--- src/lsu_config.svh ---
// Build-time sizes of the load/store unit
// Data width, outstanding depth and counter width
`ifndef LSU_CONFIG_SVH
`define LSU_CONFIG_SVH

// Data and address width in bits
`define LSU_XLEN 32

// Max accepted but unanswered bus transactions
`define LSU_DEPTH 2

`define LSU_CNT_W 2  // Width of the outstanding counter

`endif
--- src/lsu_bus_pkg.sv ---
// Bus side types of the data port
// Address, data word, byte enable, outstanding count
`include "lsu_config.svh"

package lsu_bus_pkg;

  typedef logic [`LSU_XLEN-1:0] addr_t;  // Byte address
  typedef logic [`LSU_XLEN-1:0] word_t;  // Bus data word

  // One enable per byte lane
  typedef logic [`LSU_XLEN/8-1:0] be_t;

  // Accepted transactions still waiting for rvalid
  typedef logic [`LSU_CNT_W-1:0] out_cnt_t;

endpackage

--- src/lsu_access_pkg.sv ---
// Access description types
// Data size, load extension mode and the two views of a load word
`include "lsu_config.svh"

package lsu_access_pkg;

  // Size code from the decoder
  typedef enum logic [1:0] {
    SIZE_WORD   = 2'b00,
    SIZE_HALF   = 2'b01,
    SIZE_BYTE   = 2'b10,
    SIZE_BYTE_A = 2'b11  // Second byte code
  } data_size_e;

  // Fill of the upper bits on loads
  typedef enum logic [1:0] {
    EXT_ZERO = 2'b00,
    EXT_SIGN = 2'b01,
    EXT_ONE  = 2'b10,
    EXT_RSVD = 2'b11  // Behaves as sign
  } ext_mode_e;

  // One response word picked apart by byte lane or by halfword
  typedef union packed {
    logic [`LSU_XLEN/8-1:0][7:0]   b;  // Byte lanes
    logic [`LSU_XLEN/16-1:0][15:0] h;  // Halfwords
  } load_word_u;

endpackage

--- src/lsu_top.sv ---
// Load/store unit top level
// Address formatting, data bus port and load alignment
`timescale 1ns/10ps

module lsu_top (
  input  logic                       clk,
  input  logic                       rst_n,
  // EX stage
  input  logic                       data_req_ex_i,
  input  logic                       data_we_ex_i,
  input  lsu_access_pkg::data_size_e data_size_ex_i,
  input  lsu_access_pkg::ext_mode_e  data_ext_mode_ex_i,
  input  lsu_bus_pkg::word_t         data_wdata_ex_i,
  input  logic [1:0]                 data_reg_offset_ex_i,
  input  lsu_bus_pkg::addr_t         operand_a_ex_i,
  input  lsu_bus_pkg::addr_t         operand_b_ex_i,
  input  logic                       addr_useincr_ex_i,
  input  logic                       data_misaligned_ex_i,  // Second part from the controller
  output lsu_bus_pkg::word_t         data_rdata_ex_o,
  output logic                       data_misaligned_o,     // Split access to the controller
  output logic                       lsu_ready_ex_o,
  output logic                       lsu_ready_wb_o,
  output logic                       busy_o,
  // Data bus
  output logic                       data_req_o,
  output lsu_bus_pkg::addr_t         data_addr_o,
  output logic                       data_we_o,
  output lsu_bus_pkg::be_t           data_be_o,
  output lsu_bus_pkg::word_t         data_wdata_o,
  input  logic                       data_gnt_i,
  input  logic                       data_rvalid_i,
  input  lsu_bus_pkg::word_t         data_rdata_i
);

  import lsu_bus_pkg::*;

  addr_t      trans_addr;
  be_t        trans_be;
  word_t      trans_wdata;
  logic [1:0] addr_lsb;
  logic       ctrl_update;
  logic       resp_valid;

  lsu_store_align store_align_inst (
    .operand_a_i     (operand_a_ex_i),
    .operand_b_i     (operand_b_ex_i),
    .addr_useincr_i  (addr_useincr_ex_i),
    .data_size_i     (data_size_ex_i),
    .data_wdata_i    (data_wdata_ex_i),
    .reg_offset_i    (data_reg_offset_ex_i),
    .data_req_i      (data_req_ex_i),
    .misaligned_ex_i (data_misaligned_ex_i),
    .trans_addr_o    (trans_addr),
    .addr_lsb_o      (addr_lsb),
    .trans_be_o      (trans_be),
    .trans_wdata_o   (trans_wdata),
    .misaligned_o    (data_misaligned_o)
  );

  lsu_obi_port obi_port_inst (
    .clk            (clk),
    .rst_n          (rst_n),
    .data_req_ex_i  (data_req_ex_i),
    .data_we_ex_i   (data_we_ex_i),
    .trans_addr_i   (trans_addr),
    .trans_be_i     (trans_be),
    .trans_wdata_i  (trans_wdata),
    .data_gnt_i     (data_gnt_i),
    .data_rvalid_i  (data_rvalid_i),
    .data_req_o     (data_req_o),
    .data_addr_o    (data_addr_o),
    .data_we_o      (data_we_o),
    .data_be_o      (data_be_o),
    .data_wdata_o   (data_wdata_o),
    .resp_valid_o   (resp_valid),
    .ctrl_update_o  (ctrl_update),
    .lsu_ready_ex_o (lsu_ready_ex_o),
    .lsu_ready_wb_o (lsu_ready_wb_o),
    .busy_o         (busy_o)
  );

  lsu_load_align load_align_inst (
    .clk             (clk),
    .rst_n           (rst_n),
    .ctrl_update_i   (ctrl_update),
    .data_size_i     (data_size_ex_i),
    .ext_mode_i      (data_ext_mode_ex_i),
    .data_we_i       (data_we_ex_i),
    .addr_lsb_i      (addr_lsb),
    .resp_valid_i    (resp_valid),
    .resp_rdata_i    (data_rdata_i),
    .misaligned_ex_i (data_misaligned_ex_i),
    .misaligned_i    (data_misaligned_o),
    .rdata_ex_o      (data_rdata_ex_o)
  );

endmodule

--- src/lsu_obi_port.sv ---
// Data bus port of the load/store unit
// Outstanding counter, request drive, EX and WB ready, busy
`timescale 1ns/10ps
`include "lsu_config.svh"

module lsu_obi_port (
  input  logic               clk,
  input  logic               rst_n,
  input  logic               data_req_ex_i,
  input  logic               data_we_ex_i,
  input  lsu_bus_pkg::addr_t trans_addr_i,
  input  lsu_bus_pkg::be_t   trans_be_i,
  input  lsu_bus_pkg::word_t trans_wdata_i,
  input  logic               data_gnt_i,
  input  logic               data_rvalid_i,
  output logic               data_req_o,
  output lsu_bus_pkg::addr_t data_addr_o,
  output logic               data_we_o,
  output lsu_bus_pkg::be_t   data_be_o,
  output lsu_bus_pkg::word_t data_wdata_o,
  output logic               resp_valid_o,
  output logic               ctrl_update_o,   // EX access moves into WB
  output logic               lsu_ready_ex_o,
  output logic               lsu_ready_wb_o,
  output logic               busy_o
);

  import lsu_bus_pkg::*;

  out_cnt_t cnt_q;       // Outstanding transactions
  out_cnt_t cnt_d;
  logic     trans_valid;
  logic     count_up;    // Grant this cycle
  logic     count_down;  // Response this cycle

  // No path from rvalid to the request
  assign trans_valid  = data_req_ex_i && (cnt_q < `LSU_DEPTH);

  assign data_req_o   = trans_valid;
  assign data_addr_o  = trans_addr_i;   // Held by EX until ready
  assign data_we_o    = data_we_ex_i;
  assign data_be_o    = trans_be_i;
  assign data_wdata_o = trans_wdata_i;
  assign resp_valid_o = data_rvalid_i;

  assign count_up   = trans_valid && data_gnt_i;
  assign count_down = data_rvalid_i;

  //////////////////////////////////////////////////
  // Outstanding counter
  always_comb begin
    case ({count_up, count_down})
      2'b10:   cnt_d = cnt_q + 1'b1;
      2'b01:   cnt_d = cnt_q - 1'b1;
      default: cnt_d = cnt_q;  // Idle, or one in and one out
    endcase
  end

  always_ff @(posedge clk or negedge rst_n) begin
    if (!rst_n) begin
      cnt_q <= '0;
    end else begin
      cnt_q <= cnt_d;
    end
  end

  // EX and WB advance together once WB is in use
  assign lsu_ready_ex_o = !data_req_ex_i                 ? 1'b1 :
                          (cnt_q == out_cnt_t'(0))       ? count_up :
                          (cnt_q == out_cnt_t'(1))       ? (count_up && data_rvalid_i) :
                                                           data_rvalid_i;
  assign lsu_ready_wb_o = (cnt_q == out_cnt_t'(0)) ? 1'b1 : data_rvalid_i;
  assign ctrl_update_o  = lsu_ready_ex_o && data_req_ex_i;
  assign busy_o         = (cnt_q != out_cnt_t'(0)) || trans_valid;

  //////////////////////////////////////////////////
  // Bus checks
  a_cnt_in_range : assert property (
    @(posedge clk) disable iff (!rst_n) cnt_q <= `LSU_DEPTH
  );

  a_no_spurious_rvalid : assert property (
    @(posedge clk) disable iff (!rst_n) data_rvalid_i |-> (cnt_q != out_cnt_t'(0))
  );

  a_addr_phase_known : assert property (
    @(posedge clk) disable iff (!rst_n)
    data_req_o |-> !$isunknown({data_addr_o, data_we_o, data_be_o})
  );

endmodule

--- src/lsu_load_align.sv ---
// WB side of the load path
// Control registers, held read word, misaligned assembly, extension
`timescale 1ns/10ps
`include "lsu_config.svh"

module lsu_load_align (
  input  logic                       clk,
  input  logic                       rst_n,
  input  logic                       ctrl_update_i,    // Access moves from EX into WB
  input  lsu_access_pkg::data_size_e data_size_i,
  input  lsu_access_pkg::ext_mode_e  ext_mode_i,
  input  logic                       data_we_i,
  input  logic [1:0]                 addr_lsb_i,
  input  logic                       resp_valid_i,
  input  lsu_bus_pkg::word_t         resp_rdata_i,
  input  logic                       misaligned_ex_i,  // Second part waits in EX
  input  logic                       misaligned_i,     // Split detected on the EX access
  output lsu_bus_pkg::word_t         rdata_ex_o
);

  import lsu_access_pkg::*;
  import lsu_bus_pkg::*;

  // WB copy of the access
  data_size_e size_q;
  ext_mode_e  ext_q;
  logic [1:0] offset_q;
  logic       we_q;

  load_word_u  resp_w;
  load_word_u  hold_q;     // Raw first part, or last result
  word_t       word_asm;   // Word, assembled when split
  logic [15:0] half_sel;
  logic [7:0]  byte_sel;
  logic        fill_h;     // Upper bit fill for halves
  logic        fill_b;     // Upper bit fill for bytes
  word_t       rdata_ext;

  always_ff @(posedge clk or negedge rst_n) begin
    if (!rst_n) begin
      size_q   <= SIZE_WORD;
      ext_q    <= EXT_ZERO;
      offset_q <= 2'b00;
      we_q     <= 1'b0;
    end else if (ctrl_update_i) begin
      size_q   <= data_size_i;
      ext_q    <= ext_mode_i;
      offset_q <= addr_lsb_i;
      we_q     <= data_we_i;
    end
  end

  assign resp_w = resp_rdata_i;

  //////////////////////////////////////////////////
  // Lane selection
  always_comb begin
    case (offset_q)  // Upper lanes come from the second response
      2'd0: word_asm = resp_w;
      2'd1: word_asm = {resp_w.b[0], hold_q.b[3], hold_q.b[2], hold_q.b[1]};
      2'd2: word_asm = {resp_w.h[0], hold_q.h[1]};
      2'd3: word_asm = {resp_w.b[2], resp_w.b[1], resp_w.b[0], hold_q.b[3]};
    endcase
  end

  always_comb begin
    case (offset_q)
      2'd0: half_sel = resp_w.h[0];
      2'd1: half_sel = {resp_w.b[2], resp_w.b[1]};
      2'd2: half_sel = resp_w.h[1];
      2'd3: half_sel = {resp_w.b[0], hold_q.b[3]};  // Split half
    endcase
  end

  assign byte_sel = resp_w.b[offset_q];

  //////////////////////////////////////////////////
  // Extension
  always_comb begin
    unique case (ext_q)
      EXT_ZERO: begin
        fill_h = 1'b0;
        fill_b = 1'b0;
      end
      EXT_ONE: begin
        fill_h = 1'b1;
        fill_b = 1'b1;
      end
      EXT_SIGN, EXT_RSVD: begin
        fill_h = half_sel[15];
        fill_b = byte_sel[7];
      end
    endcase
  end

  always_comb begin
    unique case (size_q)
      SIZE_WORD:              rdata_ext = word_asm;
      SIZE_HALF:              rdata_ext = {{(`LSU_XLEN-16){fill_h}}, half_sel};
      SIZE_BYTE, SIZE_BYTE_A: rdata_ext = {{(`LSU_XLEN-8){fill_b}}, byte_sel};
    endcase
  end

  // Keeps the raw word of a first part, the final value otherwise
  always_ff @(posedge clk or negedge rst_n) begin
    if (!rst_n) begin
      hold_q <= '0;
    end else if (resp_valid_i && !we_q) begin
      if (misaligned_ex_i || misaligned_i) begin
        hold_q <= resp_w;
      end else begin
        hold_q <= rdata_ext;
      end
    end
  end

  assign rdata_ex_o = resp_valid_i ? word_t'(rdata_ext) : word_t'(hold_q);

  // Size captured at the EX to WB hand-over is known by the time its data returns
  a_resp_size_known : assert property (
    @(posedge clk) disable iff (!rst_n)
    (resp_valid_i && !we_q) |-> !$isunknown(size_q)
  );

endmodule

--- src/lsu_store_align.sv ---
// Effective address and address-phase formatting
// Byte enables, write data rotation, misaligned detection
`timescale 1ns/10ps
`include "lsu_config.svh"

module lsu_store_align (
  input  lsu_bus_pkg::addr_t         operand_a_i,      // Base register
  input  lsu_bus_pkg::addr_t         operand_b_i,      // Offset or post increment
  input  logic                       addr_useincr_i,   // Address is a + b
  input  lsu_access_pkg::data_size_e data_size_i,
  input  lsu_bus_pkg::word_t         data_wdata_i,
  input  logic [1:0]                 reg_offset_i,     // Lane of the data in the register
  input  logic                       data_req_i,
  input  logic                       misaligned_ex_i,  // Second part of a split access
  output lsu_bus_pkg::addr_t         trans_addr_o,
  output logic [1:0]                 addr_lsb_o,
  output lsu_bus_pkg::be_t           trans_be_o,
  output lsu_bus_pkg::word_t         trans_wdata_o,
  output logic                       misaligned_o      // Needs a second access
);

  import lsu_access_pkg::*;
  import lsu_bus_pkg::*;

  addr_t      eff_addr;
  logic [1:0] lsb;           // Byte offset in the word
  logic [1:0] wdata_offset;  // Rotation in bytes

  assign eff_addr   = addr_useincr_i ? (operand_a_i + operand_b_i) : operand_a_i;
  assign lsb        = eff_addr[1:0];
  assign addr_lsb_o = lsb;

  // Second part starts at lane 0 of the next word
  assign trans_addr_o = misaligned_ex_i ? {eff_addr[`LSU_XLEN-1:2], 2'b00} : eff_addr;

  //////////////////////////////////////////////////
  // Byte enables
  always_comb begin
    unique case (data_size_i)
      SIZE_WORD: begin
        if (!misaligned_ex_i) begin
          trans_be_o = 4'b1111 << lsb;          // 1111 1110 1100 1000
        end else begin
          trans_be_o = 4'b1111 >> (3'd4 - lsb);  // 0001 0011 0111 spill
        end
      end
      SIZE_HALF: begin
        if (!misaligned_ex_i) begin
          trans_be_o = 4'b0011 << lsb;  // Offset 3 keeps only lane 3
        end else begin
          trans_be_o = 4'b0001;         // Upper byte of a split half
        end
      end
      SIZE_BYTE, SIZE_BYTE_A: trans_be_o = 4'b0001 << lsb;
    endcase
  end

  //////////////////////////////////////////////////
  // Write data rotation
  assign wdata_offset = lsb - reg_offset_i;  // Wraps mod 4

  always_comb begin
    case (wdata_offset)
      2'd0: trans_wdata_o = data_wdata_i;
      2'd1: trans_wdata_o = {data_wdata_i[23:0], data_wdata_i[31:24]};
      2'd2: trans_wdata_o = {data_wdata_i[15:0], data_wdata_i[31:16]};
      2'd3: trans_wdata_o = {data_wdata_i[7:0], data_wdata_i[31:8]};
    endcase
  end

  // Word off a 4-byte boundary or half at offset 3 crosses into the next word
  always_comb begin
    misaligned_o = 1'b0;
    if (data_req_i && !misaligned_ex_i) begin
      if ((data_size_i == SIZE_WORD) && (lsb != 2'b00)) begin
        misaligned_o = 1'b1;
      end
      if ((data_size_i == SIZE_HALF) && (lsb == 2'b11)) begin
        misaligned_o = 1'b1;
      end
    end
  end

endmodule

--- config.mk ---
export PLATFORM = sky130hd
export DESIGN_NAME = lsu_top
export DESIGN_NICKNAME = d
export VERILOG_FILES = /design/src/lsu_bus_pkg.sv /design/src/lsu_access_pkg.sv /design/src/lsu_top.sv /design/src/lsu_obi_port.sv /design/src/lsu_load_align.sv /design/src/lsu_store_align.sv
export VERILOG_INCLUDE_DIRS = /design/src
export SDC_FILE = /design/constraint.sdc
export NUM_CORES = 1
export LEC_CHECK = 0
export ABC_AREA = 1
export CAP_MARGIN = 20
export CORE_ASPECT_RATIO = 0.8
export CORE_MARGIN = 2
export CORE_UTILIZATION = 34
export CTS_CLUSTER_DIAMETER = 80
export DETAILED_ROUTE_END_ITERATION = 7
export DONT_BUFFER_PORTS = 1
export PLACE_DENSITY = 0.59
export SLEW_MARGIN = 20
export SYNTH_ARGS = -nofsm -noshare
export SYNTH_HDL_FRONTEND = slang
export SYNTH_HIERARCHICAL = 1
export SYNTH_SLANG_ARGS = --single-unit
--- constraint.sdc ---
create_clock -name clk -period 4.77 [get_ports clk]
set_input_delay 0 -clock clk [delete_from_list [all_inputs] [get_ports clk]]
set_output_delay 0 -clock clk [all_outputs]
set_load 0.02 [all_outputs]
==> run_summary.xml, run 1 <==
<?xml version="1.0" encoding="UTF-8"?>
<metrics>
  <group name="place">
    <metric name="finalWeightedCongestion" unit="">0.938</metric>
    <metric name="place_area" unit="mm²">0.00788</metric>
    <metric name="io_buffer_count" unit="">0</metric>
    <metric name="half_perimeter_wire_length_after_placement" unit="µm">21800</metric>
    <metric name="dp_cells" unit="">1734</metric>
  </group>
  <group name="drt">
    <metric name="detail_route.vias_per_cell" unit="">5.36</metric>
    <metric name="drc" unit="">0</metric>
    <metric name="detailedRoute.firstPassIterationCount" unit="">6</metric>
    <metric name="drt_iter0_drc" unit="">1059</metric>
    <metric name="per_cell_routed_wire_length" unit="µm">16.2</metric>
    <metric name="detail_route.wirelength" unit="µm">28500</metric>
    <metric name="via_count" unit="">9403</metric>
    <metric name="route.antenna.remaining_nets" unit="">0</metric>
  </group>
  <group name="timing">
    <metric name="drv_slew" unit="">0</metric>
    <metric name="totalNegativeSetupSlack" unit="ps">0</metric>
    <metric name="period_minus_slack" unit="ps">3340</metric>
    <metric name="fin_worst_skew" unit="ps">5.37</metric>
    <metric name="max_clock_freq" unit="GHz">0.299</metric>
    <metric name="timing_worst_slew_pin_value" unit="ps">1120</metric>
    <metric name="period_share" unit="">0.701</metric>
    <metric name="finalHoldViolations" unit="">0</metric>
    <metric name="grt_setup_unrepaired" unit="">no</metric>
    <metric name="finalSetupViolations" unit="">0</metric>
    <metric name="slew_headroom" unit="">0.252</metric>
  </group>
  <group name="min_path">
    <metric name="min_delay_path_depth" unit="">0</metric>
    <metric name="hold_end" unit="">data_we_o</metric>
    <metric name="hold_crit_path_type" unit="">in2out</metric>
    <metric name="worstHoldStart" unit="">data_we_ex_i</metric>
  </group>
  <group name="critical_path">
    <metric name="critical_path.startpoint_type" unit="">register</metric>
    <metric name="launching_element_of_the_worst_setup_path" unit="">load_align_inst/offset_q[0]</metric>
    <metric name="worst_path_fanout_max" unit="">37</metric>
    <metric name="reg2regPathDepth" unit="">9</metric>
    <metric name="timing.rr.end" unit="">load_align_inst/hold_q[18]</metric>
    <metric name="cp.required" unit="ps">4770</metric>
    <metric name="worst_ep_arrival" unit="ps">3340</metric>
    <metric name="timing.setup.critical_path_class" unit="">reg2out</metric>
    <metric name="reg2reg_from" unit="">load_align_inst/offset_q[0]</metric>
    <metric name="regToRegSetupSlack" unit="ps">1710</metric>
    <metric name="setup.worst_path.end_class" unit="">output pin</metric>
  </group>
  <group name="synthesis">
    <metric name="synth_largest_area_cell" unit="">nand2_1</metric>
    <metric name="yosysUniqueCellTypes" unit="">41</metric>
    <metric name="ys_top_cells_by_area" unit="">nand2_1, dfrtp_1, inv_1, buf_4, ha_1</metric>
    <metric name="compound_gate_portion_of_the_synthesized_area" unit="">0.161</metric>
    <metric name="synth_simple_gate_area_frac" unit="">0.431</metric>
    <metric name="post_synth_fa_ha_maj_area_fraction" unit="">0.0652</metric>
    <metric name="synth_xor_xnor_area_share" unit="">0.0168</metric>
    <metric name="synth_fp_nets" unit="">1732</metric>
    <metric name="synth_seq_area_share" unit="">0.123</metric>
    <metric name="synth_top_family_by_area" unit="">simple AND/OR/NAND/NOR gates</metric>
    <metric name="synth_area_per_cell" unit="µm²">5.41</metric>
    <metric name="synthDominantCellAreaShare" unit="">0.272</metric>
    <metric name="synth.mux.area_fraction" unit="">0.00135</metric>
    <metric name="ys.warnings.count" unit="">6</metric>
    <metric name="synth-seq-cells" unit="">41</metric>
    <metric name="netlist_instances" unit="">1547</metric>
    <metric name="post_synth_instance_area" unit="mm²">0.00836</metric>
  </group>
  <group name="clock_network">
    <metric name="cts.sinks" unit="">41</metric>
    <metric name="clk_latency" unit="ps">280</metric>
    <metric name="cts.reportedPaths.clkPinSlew" unit="ps">60</metric>
    <metric name="h-tree-depth" unit="">2</metric>
    <metric name="clock_tree.root_cell" unit="">clkbuf_16</metric>
    <metric name="total_cts_buffers" unit="">5</metric>
    <metric name="cts-root-to-sink-buffers" unit="">2</metric>
    <metric name="cts_tree" unit="">built</metric>
  </group>
  <group name="power">
    <metric name="clock_power_share" unit="">0.086</metric>
    <metric name="vdd_ir_drop_max" unit="mV">0.209</metric>
    <metric name="power.internal" unit="mW">1.51</metric>
    <metric name="powerDensity" unit="mW/mm²">481</metric>
    <metric name="power.share.switching" unit="">0.616</metric>
    <metric name="cellLeakagePower" unit="nW">4.38</metric>
    <metric name="netSwitchingPower" unit="mW">2.42</metric>
    <metric name="p_seq_frac" unit="">0.189</metric>
    <metric name="power_frac_comb" unit="">0.725</metric>
  </group>
  <group name="grt">
    <metric name="groute.layer.met2.usage" unit="">0.319</metric>
    <metric name="grt_pass1_vias" unit="">8156</metric>
    <metric name="grt.busiest_layer" unit="">met2</metric>
    <metric name="first_pass_grt_wire_length" unit="µm">43800</metric>
    <metric name="global_route.usage.met3" unit="">0.0392</metric>
    <metric name="gr-total-overflow" unit="">0</metric>
    <metric name="gr_util_all_layers" unit="">0.209</metric>
    <metric name="met1_usage" unit="">0.306</metric>
    <metric name="grt_start_max_net_pins" unit="">62</metric>
    <metric name="number_of_antenna_violations_at_the_first_check_in_global_routing" unit="">0</metric>
  </group>
  <group name="floorplanning">
    <metric name="row_count" unit="">51</metric>
    <metric name="die_span_x" unit="µm">179</metric>
    <metric name="top_level_pins" unit="">248</metric>
    <metric name="design.die.area" unit="mm²">0.0259</metric>
    <metric name="start_util" unit="">0.345</metric>
    <metric name="fp.dieH" unit="µm">144</metric>
    <metric name="core_area" unit="mm²">0.0242</metric>
  </group>
  <group name="flow_run">
    <metric name="max_cap_violations" unit="">0</metric>
  </group>
  <group name="run_status">
    <metric name="status" unit="">finished, final reports clean</metric>
  </group>
  <group name="final_layout">
    <metric name="finalNonFillerCells" unit="">1755</metric>
    <metric name="numnets_final" unit="">1621</metric>
    <metric name="drive_gt1_frac" unit="">0.0313</metric>
    <metric name="finalInstanceArea" unit="mm²">0.00817</metric>
    <metric name="diodes" unit="">0</metric>
    <metric name="area_delta_synth_final" unit="%">-2.33</metric>
  </group>
</metrics>
## flip-flops by register name, summed over array words and instances, names as in the netlist
| register | count |
|---|---|
| load_align_inst/ext_q | 2 |
| load_align_inst/hold_q | 32 |
| load_align_inst/we_q | 1 |
| load_align_inst/offset_q | 2 |
| obi_port_inst/cnt_q | 2 |
| load_align_inst/size_q | 2 |
## area by class of cell
class,count,area [µm²]
inverter,208,788
multi-input combinational,1164,5650
clock buffer,8,136
tap,318,398
sequential,41,1030
timing repair buffer,16,170
fill,2759,16100
## worst max-delay path, cell delays in order, from the launching register on
cell	delay [ps]
dfrtp_1	960
inv_4	210
nand2_2	570
nor2_1	110
nor2_2	170
nand3_2	80
nand3_2	470
nand3_1	150
nand2_1	90
nand2_1	210
## layout by cell type (no fill, tap or decap), types with 6 or more instances in the layout
cell           instances
o211ai_1               6
o21ai_0               80
dfrtp_1               41
nand2_1              605
nor2_1                82
nand4_1               40
xnor2_1               15
ha_1                  42
inv_1                197
dlygate4sd3_1         12
o2111ai_1             16
o21ai_1               23
a21oi_1               75
a31oi_1                6
nand3_1               94
o22ai_1               26
nor3_1                12
inv_2                  7
## power by group through the flow
| stage | combinational (mW) | sequential (mW) | clock, mW |
|---|---|---|---|
| floorplan | 2.57 | 0.611 | 0 |
| global placement | 2.75 | 0.737 | 0 |
| detailed placement | 2.77 | 0.741 | 0 |
| CTS | 2.80 | 0.735 | 0.340 |
| global route | 3.16 | 0.768 | 0.351 |
| finish | 2.85 | 0.742 | 0.338 |
## synth_stat cells
cell,count
a21oi_1,75
o21bai_1,4
buf_4,73
a31oi_1,6
xor2_1,1
nand3_1,94
clkbuf_1,26
nor3_1,12
nand3b_1,5
nor2_4,3
inv_4,3
a32o_1,1
nor2_2,4
nand2_2,5
o21ai_2,1
ha_1,42
or2_2,2
a21o_1,1
a22oi_1,1
o22ai_1,26
nand2_4,4
mux2_2,1
o21ai_0,80
nand2_1,605
nand4_1,40
clkinv_1,2
o2111ai_1,16
and2_1,1
nor2_1,83
o21ai_1,23
o21a_1,1
xnor2_1,15
buf_6,13
or2_4,2
fa_1,1
dfrtp_1,41
inv_2,6
buf_2,22
nand3_2,3
o211ai_1,6
inv_1,197
## through the flow
stage                     setup WS (ps)  utilization  hold WS (ps)  total power, mW
after floorplan                    2090            -          -296             3.18
after global placement             1460        0.325          -294             3.48
after detailed placement           1380        0.325          -294             3.51
after CTS                          1490        0.337         0.165             3.87
after global routing               1190        0.337         0.169             4.28
final                              1430        0.337        0.0537             3.93
## layer usage
layer | share of wire | routed length [µm]
met1 | 0.45 | 12800
met2 | 0.43 | 12200
met3 | 0.10 | 2910
met4 | 0.019 | 544
met5 | 0 | 0
## cells by family after synthesis
group                    count (synthesis)
multiplexers                             1
AND/OR/NAND/NOR                        863
flip-flops                              41
adder cells (fa/ha/maj)                 43
AO/OA/AOI/OAI                          241
buffers and inverters                  342
XOR/XNOR                                16
## how the worst max path moves through the flow
stage	cells past startpoint	slack [ps]	end
final	9	1430	data_rdata_ex_o[31]
after global routing	9	1190	data_rdata_ex_o[20]
after CTS	9	1490	data_rdata_ex_o[31]
after detailed placement	15	1380	load_align_inst/hold_q[26]
after global placement	15	1460	load_align_inst/hold_q[30]
after floorplan	14	2090	load_align_inst/hold_q[21]
## repair_timing
action,in CTS,in global routing
hold buffers,13,0
buffers inserted,0,0
endpoints found under the hold margin,52,0
resized for setup,0,0
Power figures use the tool's default switching activity.
==> run 2, diff against run 1 <==
- PLACE_DENSITY: 0.59 -> 0.61
- clock period: 4.77 -> 2.8 ns (I/O delays scaled with it)
==> run_summary.xml, run 2 (synthesis gave the netlist of run 1 again) <==
<?xml version="1.0" encoding="UTF-8"?>
<metrics>
  <group name="clock_network">
    <metric name="total_cts_buffers" unit="">5</metric>
    <metric name="h-tree-depth" unit="">2</metric>
    <metric name="clock_tree.root_cell" unit="">clkbuf_16</metric>
    <metric name="cts.reportedPaths.clkPinSlew" unit="ps">60</metric>
    <metric name="cts.sinks" unit="">41</metric>
    <metric name="post_cts_resize_count" unit="">0</metric>
    <metric name="clk_latency" unit="ps">290</metric>
    <metric name="post-cts-setup-buffer-count" unit="">0</metric>
    <metric name="cts-root-to-sink-buffers" unit="">2</metric>
    <metric name="cts_tree" unit="">built</metric>
  </group>
  <group name="critical_path">
    <metric name="worst_ep_arrival" unit="ps">2580</metric>
    <metric name="reg2regPathDepth" unit="">10</metric>
    <metric name="timing.setup.critical_path_class" unit="">reg2out</metric>
    <metric name="worst_path_fanout_max" unit="">32</metric>
    <metric name="launching_element_of_the_worst_setup_path" unit="">load_align_inst/offset_q[1]</metric>
    <metric name="regToRegSetupSlack" unit="ps">580</metric>
    <metric name="reg2reg_from" unit="">load_align_inst/offset_q[1]</metric>
    <metric name="timing.rr.end" unit="">load_align_inst/hold_q[25]</metric>
    <metric name="critical_path.startpoint_type" unit="">register</metric>
    <metric name="cp.required" unit="ps">2800</metric>
    <metric name="setup.worst_path.end_class" unit="">output pin</metric>
  </group>
  <group name="place">
    <metric name="finalWeightedCongestion" unit="">0.939</metric>
    <metric name="io_buffer_count" unit="">0</metric>
    <metric name="half_perimeter_wire_length_after_placement" unit="µm">22400</metric>
    <metric name="dp_cells" unit="">1762</metric>
  </group>
  <group name="final_layout">
    <metric name="registers.top_by_ff_count" unit="">load_align_inst/hold_q</metric>
    <metric name="area_delta_synth_final" unit="%">1.36</metric>
    <metric name="most-common-layout-cells" unit="">nand2_1, inv_1, nand3_1</metric>
    <metric name="final_common_cell" unit="">nand2_1</metric>
    <metric name="drive_gt1_frac" unit="">0.0510</metric>
    <metric name="numnets_final" unit="">1654</metric>
    <metric name="finalNonFillerCells" unit="">1789</metric>
    <metric name="largest_register_ffs" unit="">32</metric>
    <metric name="finish.utilization" unit="">0.350</metric>
  </group>
  <group name="drt">
    <metric name="detail_route.wirelength" unit="µm">28800</metric>
    <metric name="drc" unit="">0</metric>
    <metric name="per_cell_routed_wire_length" unit="µm">16.1</metric>
    <metric name="route.antenna.remaining_nets" unit="">0</metric>
    <metric name="detail_route.vias_per_cell" unit="">5.28</metric>
    <metric name="drt_iter0_drc" unit="">980</metric>
    <metric name="detailedRoute.firstPassIterationCount" unit="">8</metric>
    <metric name="via_count" unit="">9439</metric>
  </group>
  <group name="min_path">
    <metric name="hold_crit_path_type" unit="">in2out</metric>
    <metric name="worstHoldStart" unit="">data_we_ex_i</metric>
    <metric name="hold_end" unit="">data_we_o</metric>
    <metric name="min_delay_path_depth" unit="">0</metric>
  </group>
  <group name="timing">
    <metric name="finalHoldViolations" unit="">0</metric>
    <metric name="period_minus_slack" unit="ps">2580</metric>
    <metric name="slew_headroom" unit="">0.358</metric>
    <metric name="grt_setup_unrepaired" unit="">no</metric>
    <metric name="max_clock_freq" unit="GHz">0.388</metric>
    <metric name="totalNegativeSetupSlack" unit="ps">0</metric>
    <metric name="period_share" unit="">0.921</metric>
    <metric name="timing_worst_slew_pin_value" unit="ps">953</metric>
    <metric name="fin_worst_skew" unit="ps">6.47</metric>
    <metric name="drv_slew" unit="">0</metric>
    <metric name="finalSetupViolations" unit="">0</metric>
  </group>
  <group name="grt">
    <metric name="first_pass_grt_wire_length" unit="µm">43900</metric>
    <metric name="number_of_antenna_violations_at_the_first_check_in_global_routing" unit="">1</metric>
    <metric name="gr-total-overflow" unit="">0</metric>
    <metric name="gr_util_all_layers" unit="">0.211</metric>
    <metric name="grt_start_max_net_pins" unit="">62</metric>
    <metric name="grt_pass1_vias" unit="">8230</metric>
  </group>
  <group name="floorplanning">
    <metric name="die_span_x" unit="µm">179</metric>
    <metric name="top_level_pins" unit="">248</metric>
    <metric name="row_count" unit="">51</metric>
    <metric name="fp.dieH" unit="µm">144</metric>
    <metric name="start_util" unit="">0.345</metric>
    <metric name="core_area" unit="mm²">0.0242</metric>
    <metric name="design.die.area" unit="mm²">0.0259</metric>
  </group>
  <group name="power">
    <metric name="powerDensity" unit="mW/mm²">831</metric>
    <metric name="cellLeakagePower" unit="nW">4.56</metric>
    <metric name="vdd_ir_drop_max" unit="mV">0.332</metric>
  </group>
  <group name="run_status">
    <metric name="status" unit="">finished, final reports clean</metric>
  </group>
  <group name="flow_run">
    <metric name="max_cap_violations" unit="">0</metric>
  </group>
</metrics>
-- run 2: changes by cell type in the layout (fill, tap and decap cells not counted) --
cell	change
buf_12	+2
buf_4	+26
inv_2	-1
clkbuf_1	-3
dlygate4sd3_1	+5
clkinv_1	+1
clkbuf_8	+2
clkinv_2	+1
diode_2	+1
-- run 2: area by class of cell --
class	count	area (µm²)
sequential	41	1030
tap	318	398
multi-input combinational	1164	5650
clock buffer	7	153
inverter	208	788
clock inverter	1	5.00
timing repair buffer	49	455
antenna	1	2.50
fill	2750	15800
-- run 2: power breakdown --
group	internal [mW]	switching [mW]	leakage [nW]	total, mW
clock network	0.379	0.263	0.0799	0.641
registers	0.886	0.286	0.498	1.17
logic	1.58	3.64	3.98	5.23
-- run 2: timing repair --
item                                   in CTS  in global routing
setup endpoints to repair                   0                  0
hold buffers                               18                  0
endpoints found under the hold margin      58                  0
-- run 2: through the flow --
| step | worst slack [ps] | hold slack (ps) | total power, mW | instance area, µm² |
|---|---|---|---|---|
| after floorplan | 118 | -296 | 5.42 | 8360 |
| after global placement | 472 | -295 | 6.22 | 8120 |
| after detailed placement | 386 | -294 | 6.27 | 8120 |
| after CTS | 255 | 0.177 | 6.97 | 8470 |
| after global routing | 45.5 | 0.181 | 7.65 | 8480 |
| final | 221 | 0.0788 | 7.04 | 8480 |
-- run 2: worst max-delay path, stage by stage, from the launching register on --
cell     delay [ps]
dfrtp_1         580
nor2_2          180
buf_4           200
nand2_2          90
nand3_2          80
nand3_2         540
nand3_1         240
nand2_1          70
o21ai_1         280
-- run 2: worst max-delay path by stage --
stage | endpoint | depth (start not counted) | slack, ps
floorplan | load_align_inst/hold_q[21] | 14 | 120
global placement | load_align_inst/hold_q[22] | 15 | 470
CTS | data_rdata_ex_o[29] | 8 | 250
detailed placement | load_align_inst/hold_q[31] | 15 | 390
global route | data_rdata_ex_o[26] | 9 | 50
finish | data_rdata_ex_o[20] | 8 | 220
-- run 2: per-layer routing --
metal | up-vias | track usage | wire [µm]
met4 | 0 | 0.0671 | 822
met1 | 4173 | 0.307 | 13300
met2 | 493 | 0.319 | 12000
li1 | 4728 | - | -
met3 | 45 | 0.0297 | 2670
met5 | - | 0 | 0
==> run 3, diff against run 2 <==
- ABC_AREA: 1 -> unset
- SLEW_MARGIN: 20 -> 10
==> run_summary.xml, run 3 <==
<?xml version="1.0" encoding="UTF-8"?>
<metrics>
  <group name="run_status">
    <metric name="status" unit="">finished, final reports clean</metric>
  </group>
  <group name="grt">
    <metric name="gr-total-overflow" unit="">0</metric>
    <metric name="grt_start_max_net_pins" unit="">61</metric>
    <metric name="number_of_antenna_violations_at_the_first_check_in_global_routing" unit="">0</metric>
    <metric name="first_pass_grt_wire_length" unit="µm">34600</metric>
    <metric name="grt_pass1_vias" unit="">6298</metric>
    <metric name="gr_util_all_layers" unit="">0.184</metric>
  </group>
  <group name="clock_network">
    <metric name="total_cts_buffers" unit="">5</metric>
    <metric name="cts_tree" unit="">built</metric>
    <metric name="clock_tree.root_cell" unit="">clkbuf_16</metric>
    <metric name="cts.sinks" unit="">41</metric>
    <metric name="post-cts-setup-buffer-count" unit="">0</metric>
    <metric name="h-tree-depth" unit="">2</metric>
    <metric name="cts-root-to-sink-buffers" unit="">2</metric>
    <metric name="clk_latency" unit="ps">300</metric>
    <metric name="post_cts_resize_count" unit="">0</metric>
  </group>
  <group name="floorplanning">
    <metric name="fp.dieH" unit="µm">136</metric>
    <metric name="row_count" unit="">48</metric>
    <metric name="top_level_pins" unit="">248</metric>
    <metric name="design.die.area" unit="mm²">0.0231</metric>
    <metric name="die_span_x" unit="µm">170</metric>
    <metric name="start_util" unit="">0.346</metric>
    <metric name="core_area" unit="mm²">0.0216</metric>
  </group>
  <group name="synthesis">
    <metric name="synth_seq_area_share" unit="">0.138</metric>
    <metric name="synth_xor_xnor_area_share" unit="">0.0386</metric>
    <metric name="compound_gate_portion_of_the_synthesized_area" unit="">0.270</metric>
    <metric name="post_synth_fa_ha_maj_area_fraction" unit="">0.0732</metric>
    <metric name="netlist_instances" unit="">919</metric>
    <metric name="synth_simple_gate_area_frac" unit="">0.152</metric>
    <metric name="synthDominantCellAreaShare" unit="">0.138</metric>
    <metric name="synth_fp_nets" unit="">1104</metric>
    <metric name="synth_largest_area_cell" unit="">dfrtp_1</metric>
    <metric name="synth_most_common_cell" unit="">a21oi_1</metric>
    <metric name="ys.warnings.count" unit="">6</metric>
    <metric name="synth_area_per_cell" unit="µm²">8.11</metric>
    <metric name="yosysUniqueCellTypes" unit="">84</metric>
    <metric name="synth-async-reset-ratio" unit="">1.00</metric>
    <metric name="ys_top_cells_by_count" unit="">a21oi_1, mux2i_1, buf_4</metric>
    <metric name="synth-main-ff-cell" unit="">dfrtp_1</metric>
    <metric name="post_synth_instance_area" unit="mm²">0.00746</metric>
    <metric name="synth-seq-cells" unit="">41</metric>
    <metric name="synth_top_family_by_area" unit="">compound AO/OA/AOI/OAI gates</metric>
    <metric name="synth-edff-count" unit="">0</metric>
    <metric name="synth.mux.area_fraction" unit="">0.197</metric>
    <metric name="ys_top_cells_by_area" unit="">dfrtp_1, mux2i_1, buf_4, ha_1, a21oi_1</metric>
  </group>
  <group name="timing">
    <metric name="finalSetupViolations" unit="">0</metric>
    <metric name="period_minus_slack" unit="ps">2550</metric>
    <metric name="slew_headroom" unit="">0.559</metric>
    <metric name="drv_slew" unit="">0</metric>
    <metric name="max_clock_freq" unit="GHz">0.392</metric>
    <metric name="period_share" unit="">0.911</metric>
    <metric name="timing_worst_slew_pin_value" unit="ps">659</metric>
    <metric name="finalHoldViolations" unit="">0</metric>
    <metric name="grt_setup_unrepaired" unit="">no</metric>
    <metric name="fin_worst_skew" unit="ps">7.31</metric>
    <metric name="totalNegativeSetupSlack" unit="ps">0</metric>
  </group>
  <group name="drt">
    <metric name="detail_route.wirelength" unit="µm">22500</metric>
    <metric name="drc" unit="">0</metric>
    <metric name="detail_route.vias_per_cell" unit="">5.86</metric>
    <metric name="route.antenna.remaining_nets" unit="">0</metric>
    <metric name="per_cell_routed_wire_length" unit="µm">19.0</metric>
    <metric name="drt_iter0_drc" unit="">669</metric>
    <metric name="via_count" unit="">6938</metric>
    <metric name="detailedRoute.firstPassIterationCount" unit="">5</metric>
  </group>
  <group name="power">
    <metric name="power.internal" unit="mW">3.52</metric>
    <metric name="powerDensity" unit="mW/mm²">875</metric>
    <metric name="power_frac_comb" unit="">0.715</metric>
    <metric name="vdd_ir_drop_max" unit="mV">0.328</metric>
    <metric name="cellLeakagePower" unit="nW">3.36</metric>
    <metric name="fin_total_pwr" unit="mW">7.12</metric>
    <metric name="netSwitchingPower" unit="mW">3.60</metric>
    <metric name="clock_power_share" unit="">0.098</metric>
    <metric name="p_seq_frac" unit="">0.187</metric>
    <metric name="power.share.switching" unit="">0.505</metric>
  </group>
  <group name="critical_path">
    <metric name="timing.rr.end" unit="">load_align_inst/size_q[0]</metric>
    <metric name="worst_path_fanout_max" unit="">4</metric>
    <metric name="setup.worst_path.end_class" unit="">output pin</metric>
    <metric name="cp.required" unit="ps">2800</metric>
    <metric name="worst_ep_arrival" unit="ps">2550</metric>
    <metric name="timing.setup.critical_path_class" unit="">in2out</metric>
    <metric name="critical_path.startpoint_type" unit="">input pin</metric>
    <metric name="regToRegSetupSlack" unit="ps">790</metric>
    <metric name="reg2regPathDepth" unit="">6</metric>
    <metric name="reg2reg_from" unit="">obi_port_inst/cnt_q[1]</metric>
  </group>
  <group name="place">
    <metric name="finalWeightedCongestion" unit="">0.859</metric>
    <metric name="half_perimeter_wire_length_after_placement" unit="µm">16800</metric>
    <metric name="place_area" unit="mm²">0.00755</metric>
    <metric name="io_buffer_count" unit="">0</metric>
  </group>
  <group name="final_layout">
    <metric name="numnets_final" unit="">1092</metric>
    <metric name="area_delta_synth_final" unit="%">9.21</metric>
    <metric name="largest_register_ffs" unit="">32</metric>
    <metric name="drive_gt1_frac" unit="">0.182</metric>
    <metric name="multi_input_area" unit="mm²">0.00547</metric>
    <metric name="most-common-layout-cells" unit="">a21oi_1, mux2i_1, buf_4</metric>
    <metric name="finalInstanceArea" unit="mm²">0.00814</metric>
    <metric name="registers.top_by_ff_count" unit="">load_align_inst/hold_q</metric>
    <metric name="final_common_cell" unit="">a21oi_1</metric>
    <metric name="finish.utilization" unit="">0.378</metric>
    <metric name="diodes" unit="">0</metric>
    <metric name="seq_area" unit="mm²">0.00103</metric>
    <metric name="fillers" unit="">2217</metric>
  </group>
  <group name="min_path">
    <metric name="hold_end" unit="">data_we_o</metric>
    <metric name="hold_crit_path_type" unit="">in2out</metric>
    <metric name="min_delay_path_depth" unit="">0</metric>
    <metric name="worstHoldStart" unit="">data_we_ex_i</metric>
  </group>
  <group name="flow_run">
    <metric name="max_cap_violations" unit="">0</metric>
  </group>
</metrics>
[run 3: changes by cell type in the layout (fill, tap and decap cells not counted), moves of 20 or more]
| cell | delta |
|---|---|
| dlygate4sd3_1 | +22 |
| nand3_1 | -89 |
| mux2i_1 | +77 |
| mux2_2 | +30 |
| inv_1 | -171 |
| a21oi_1 | +21 |
| buf_4 | +47 |
| nand3b_1 | +24 |
| a31oi_1 | +20 |
| nand4_1 | -34 |
| nand2_1 | -552 |
| nor2_1 | -21 |
| o21ai_0 | -44 |
[run 3: critical path: stages]
cell and delay, ps:
ha_1 180, inv_1 70, fa_1 440, nor2b_4 150, o31a_4 170, o311ai_4 110, a31oi_4 250, a31oi_4 120
o41a_1 440, o2111a_1 250, a221o_1 390
[run 3: cells by family after synthesis]
logic type                 Yosys count
muxes                              124
xor gates and xnor gates            32
adders and majority gates           43
and+or+nand+nor                    214
AOI/OAI and AO/OA                  301
buffers and inverters              164
DFF                                 41
[run 3: how the worst max path moves through the flow]
stage	start	end	cells after the start
after floorplan	operand_a_ex_i[0]	load_align_inst/hold_q[26]	14
after global placement	operand_a_ex_i[0]	data_addr_o[30]	11
after detailed placement	operand_a_ex_i[0]	load_align_inst/hold_q[5]	13
after CTS	operand_a_ex_i[0]	data_addr_o[30]	11
after global routing	operand_a_ex_i[0]	data_addr_o[30]	11
final	operand_a_ex_i[0]	data_addr_o[30]	11
[run 3: cell type report]
class                   instances  area share
clock buffers                   5      0.0154
clock inverters                 3     0.00568
inverters                      27      0.0124
multi-input cells             714       0.672
flip-flops and latches         41       0.126
well taps                     275      0.0422
repair buffers                118       0.126
[run 3: layer usage]
| layer | global-route usage | up-vias | routed length, µm |
|---|---|---|---|
| met1 | 0.263 | 3281 | 10100 |
| met4 | 0.0209 | 0 | 97 |
| li1 | - | 3315 | - |
| met5 | 0 | - | 0 |
| met2 | 0.295 | 330 | 10100 |
| met3 | 0.0370 | 12 | 2160 |
[run 3: what timing repair did]
item                                   4_1_cts  5_1_grt
endpoints found under the hold margin       79        0
setup endpoints to repair                    0        0
hold buffers                                40        0
[run 3: per-stage QoR]
| step | cells | hold slack [ps] | setup slack [ps] |
|---|---|---|---|
| finish | 1183 | 0.0323 | 250 |
| global route | 1183 | 0.125 | 154 |
| CTS | 1183 | 0.150 | 247 |
| detailed placement | 1135 | -294 | 200 |
| global placement | 1135 | -294 | 290 |
| floorplan | 919 | -296 | 34.1 |
[run 3: power by group through the flow]
stage	Clock (mW)	Sequential, mW	Combinational, mW
2_1_floorplan	0	1.08	4.29
3_3_place_gp	0	1.31	4.96
3_5_place_dp	0	1.32	5.00
4_1_cts	0.702	1.31	5.09
5_1_grt	0.721	1.37	5.52
6_report	0.697	1.33	5.10
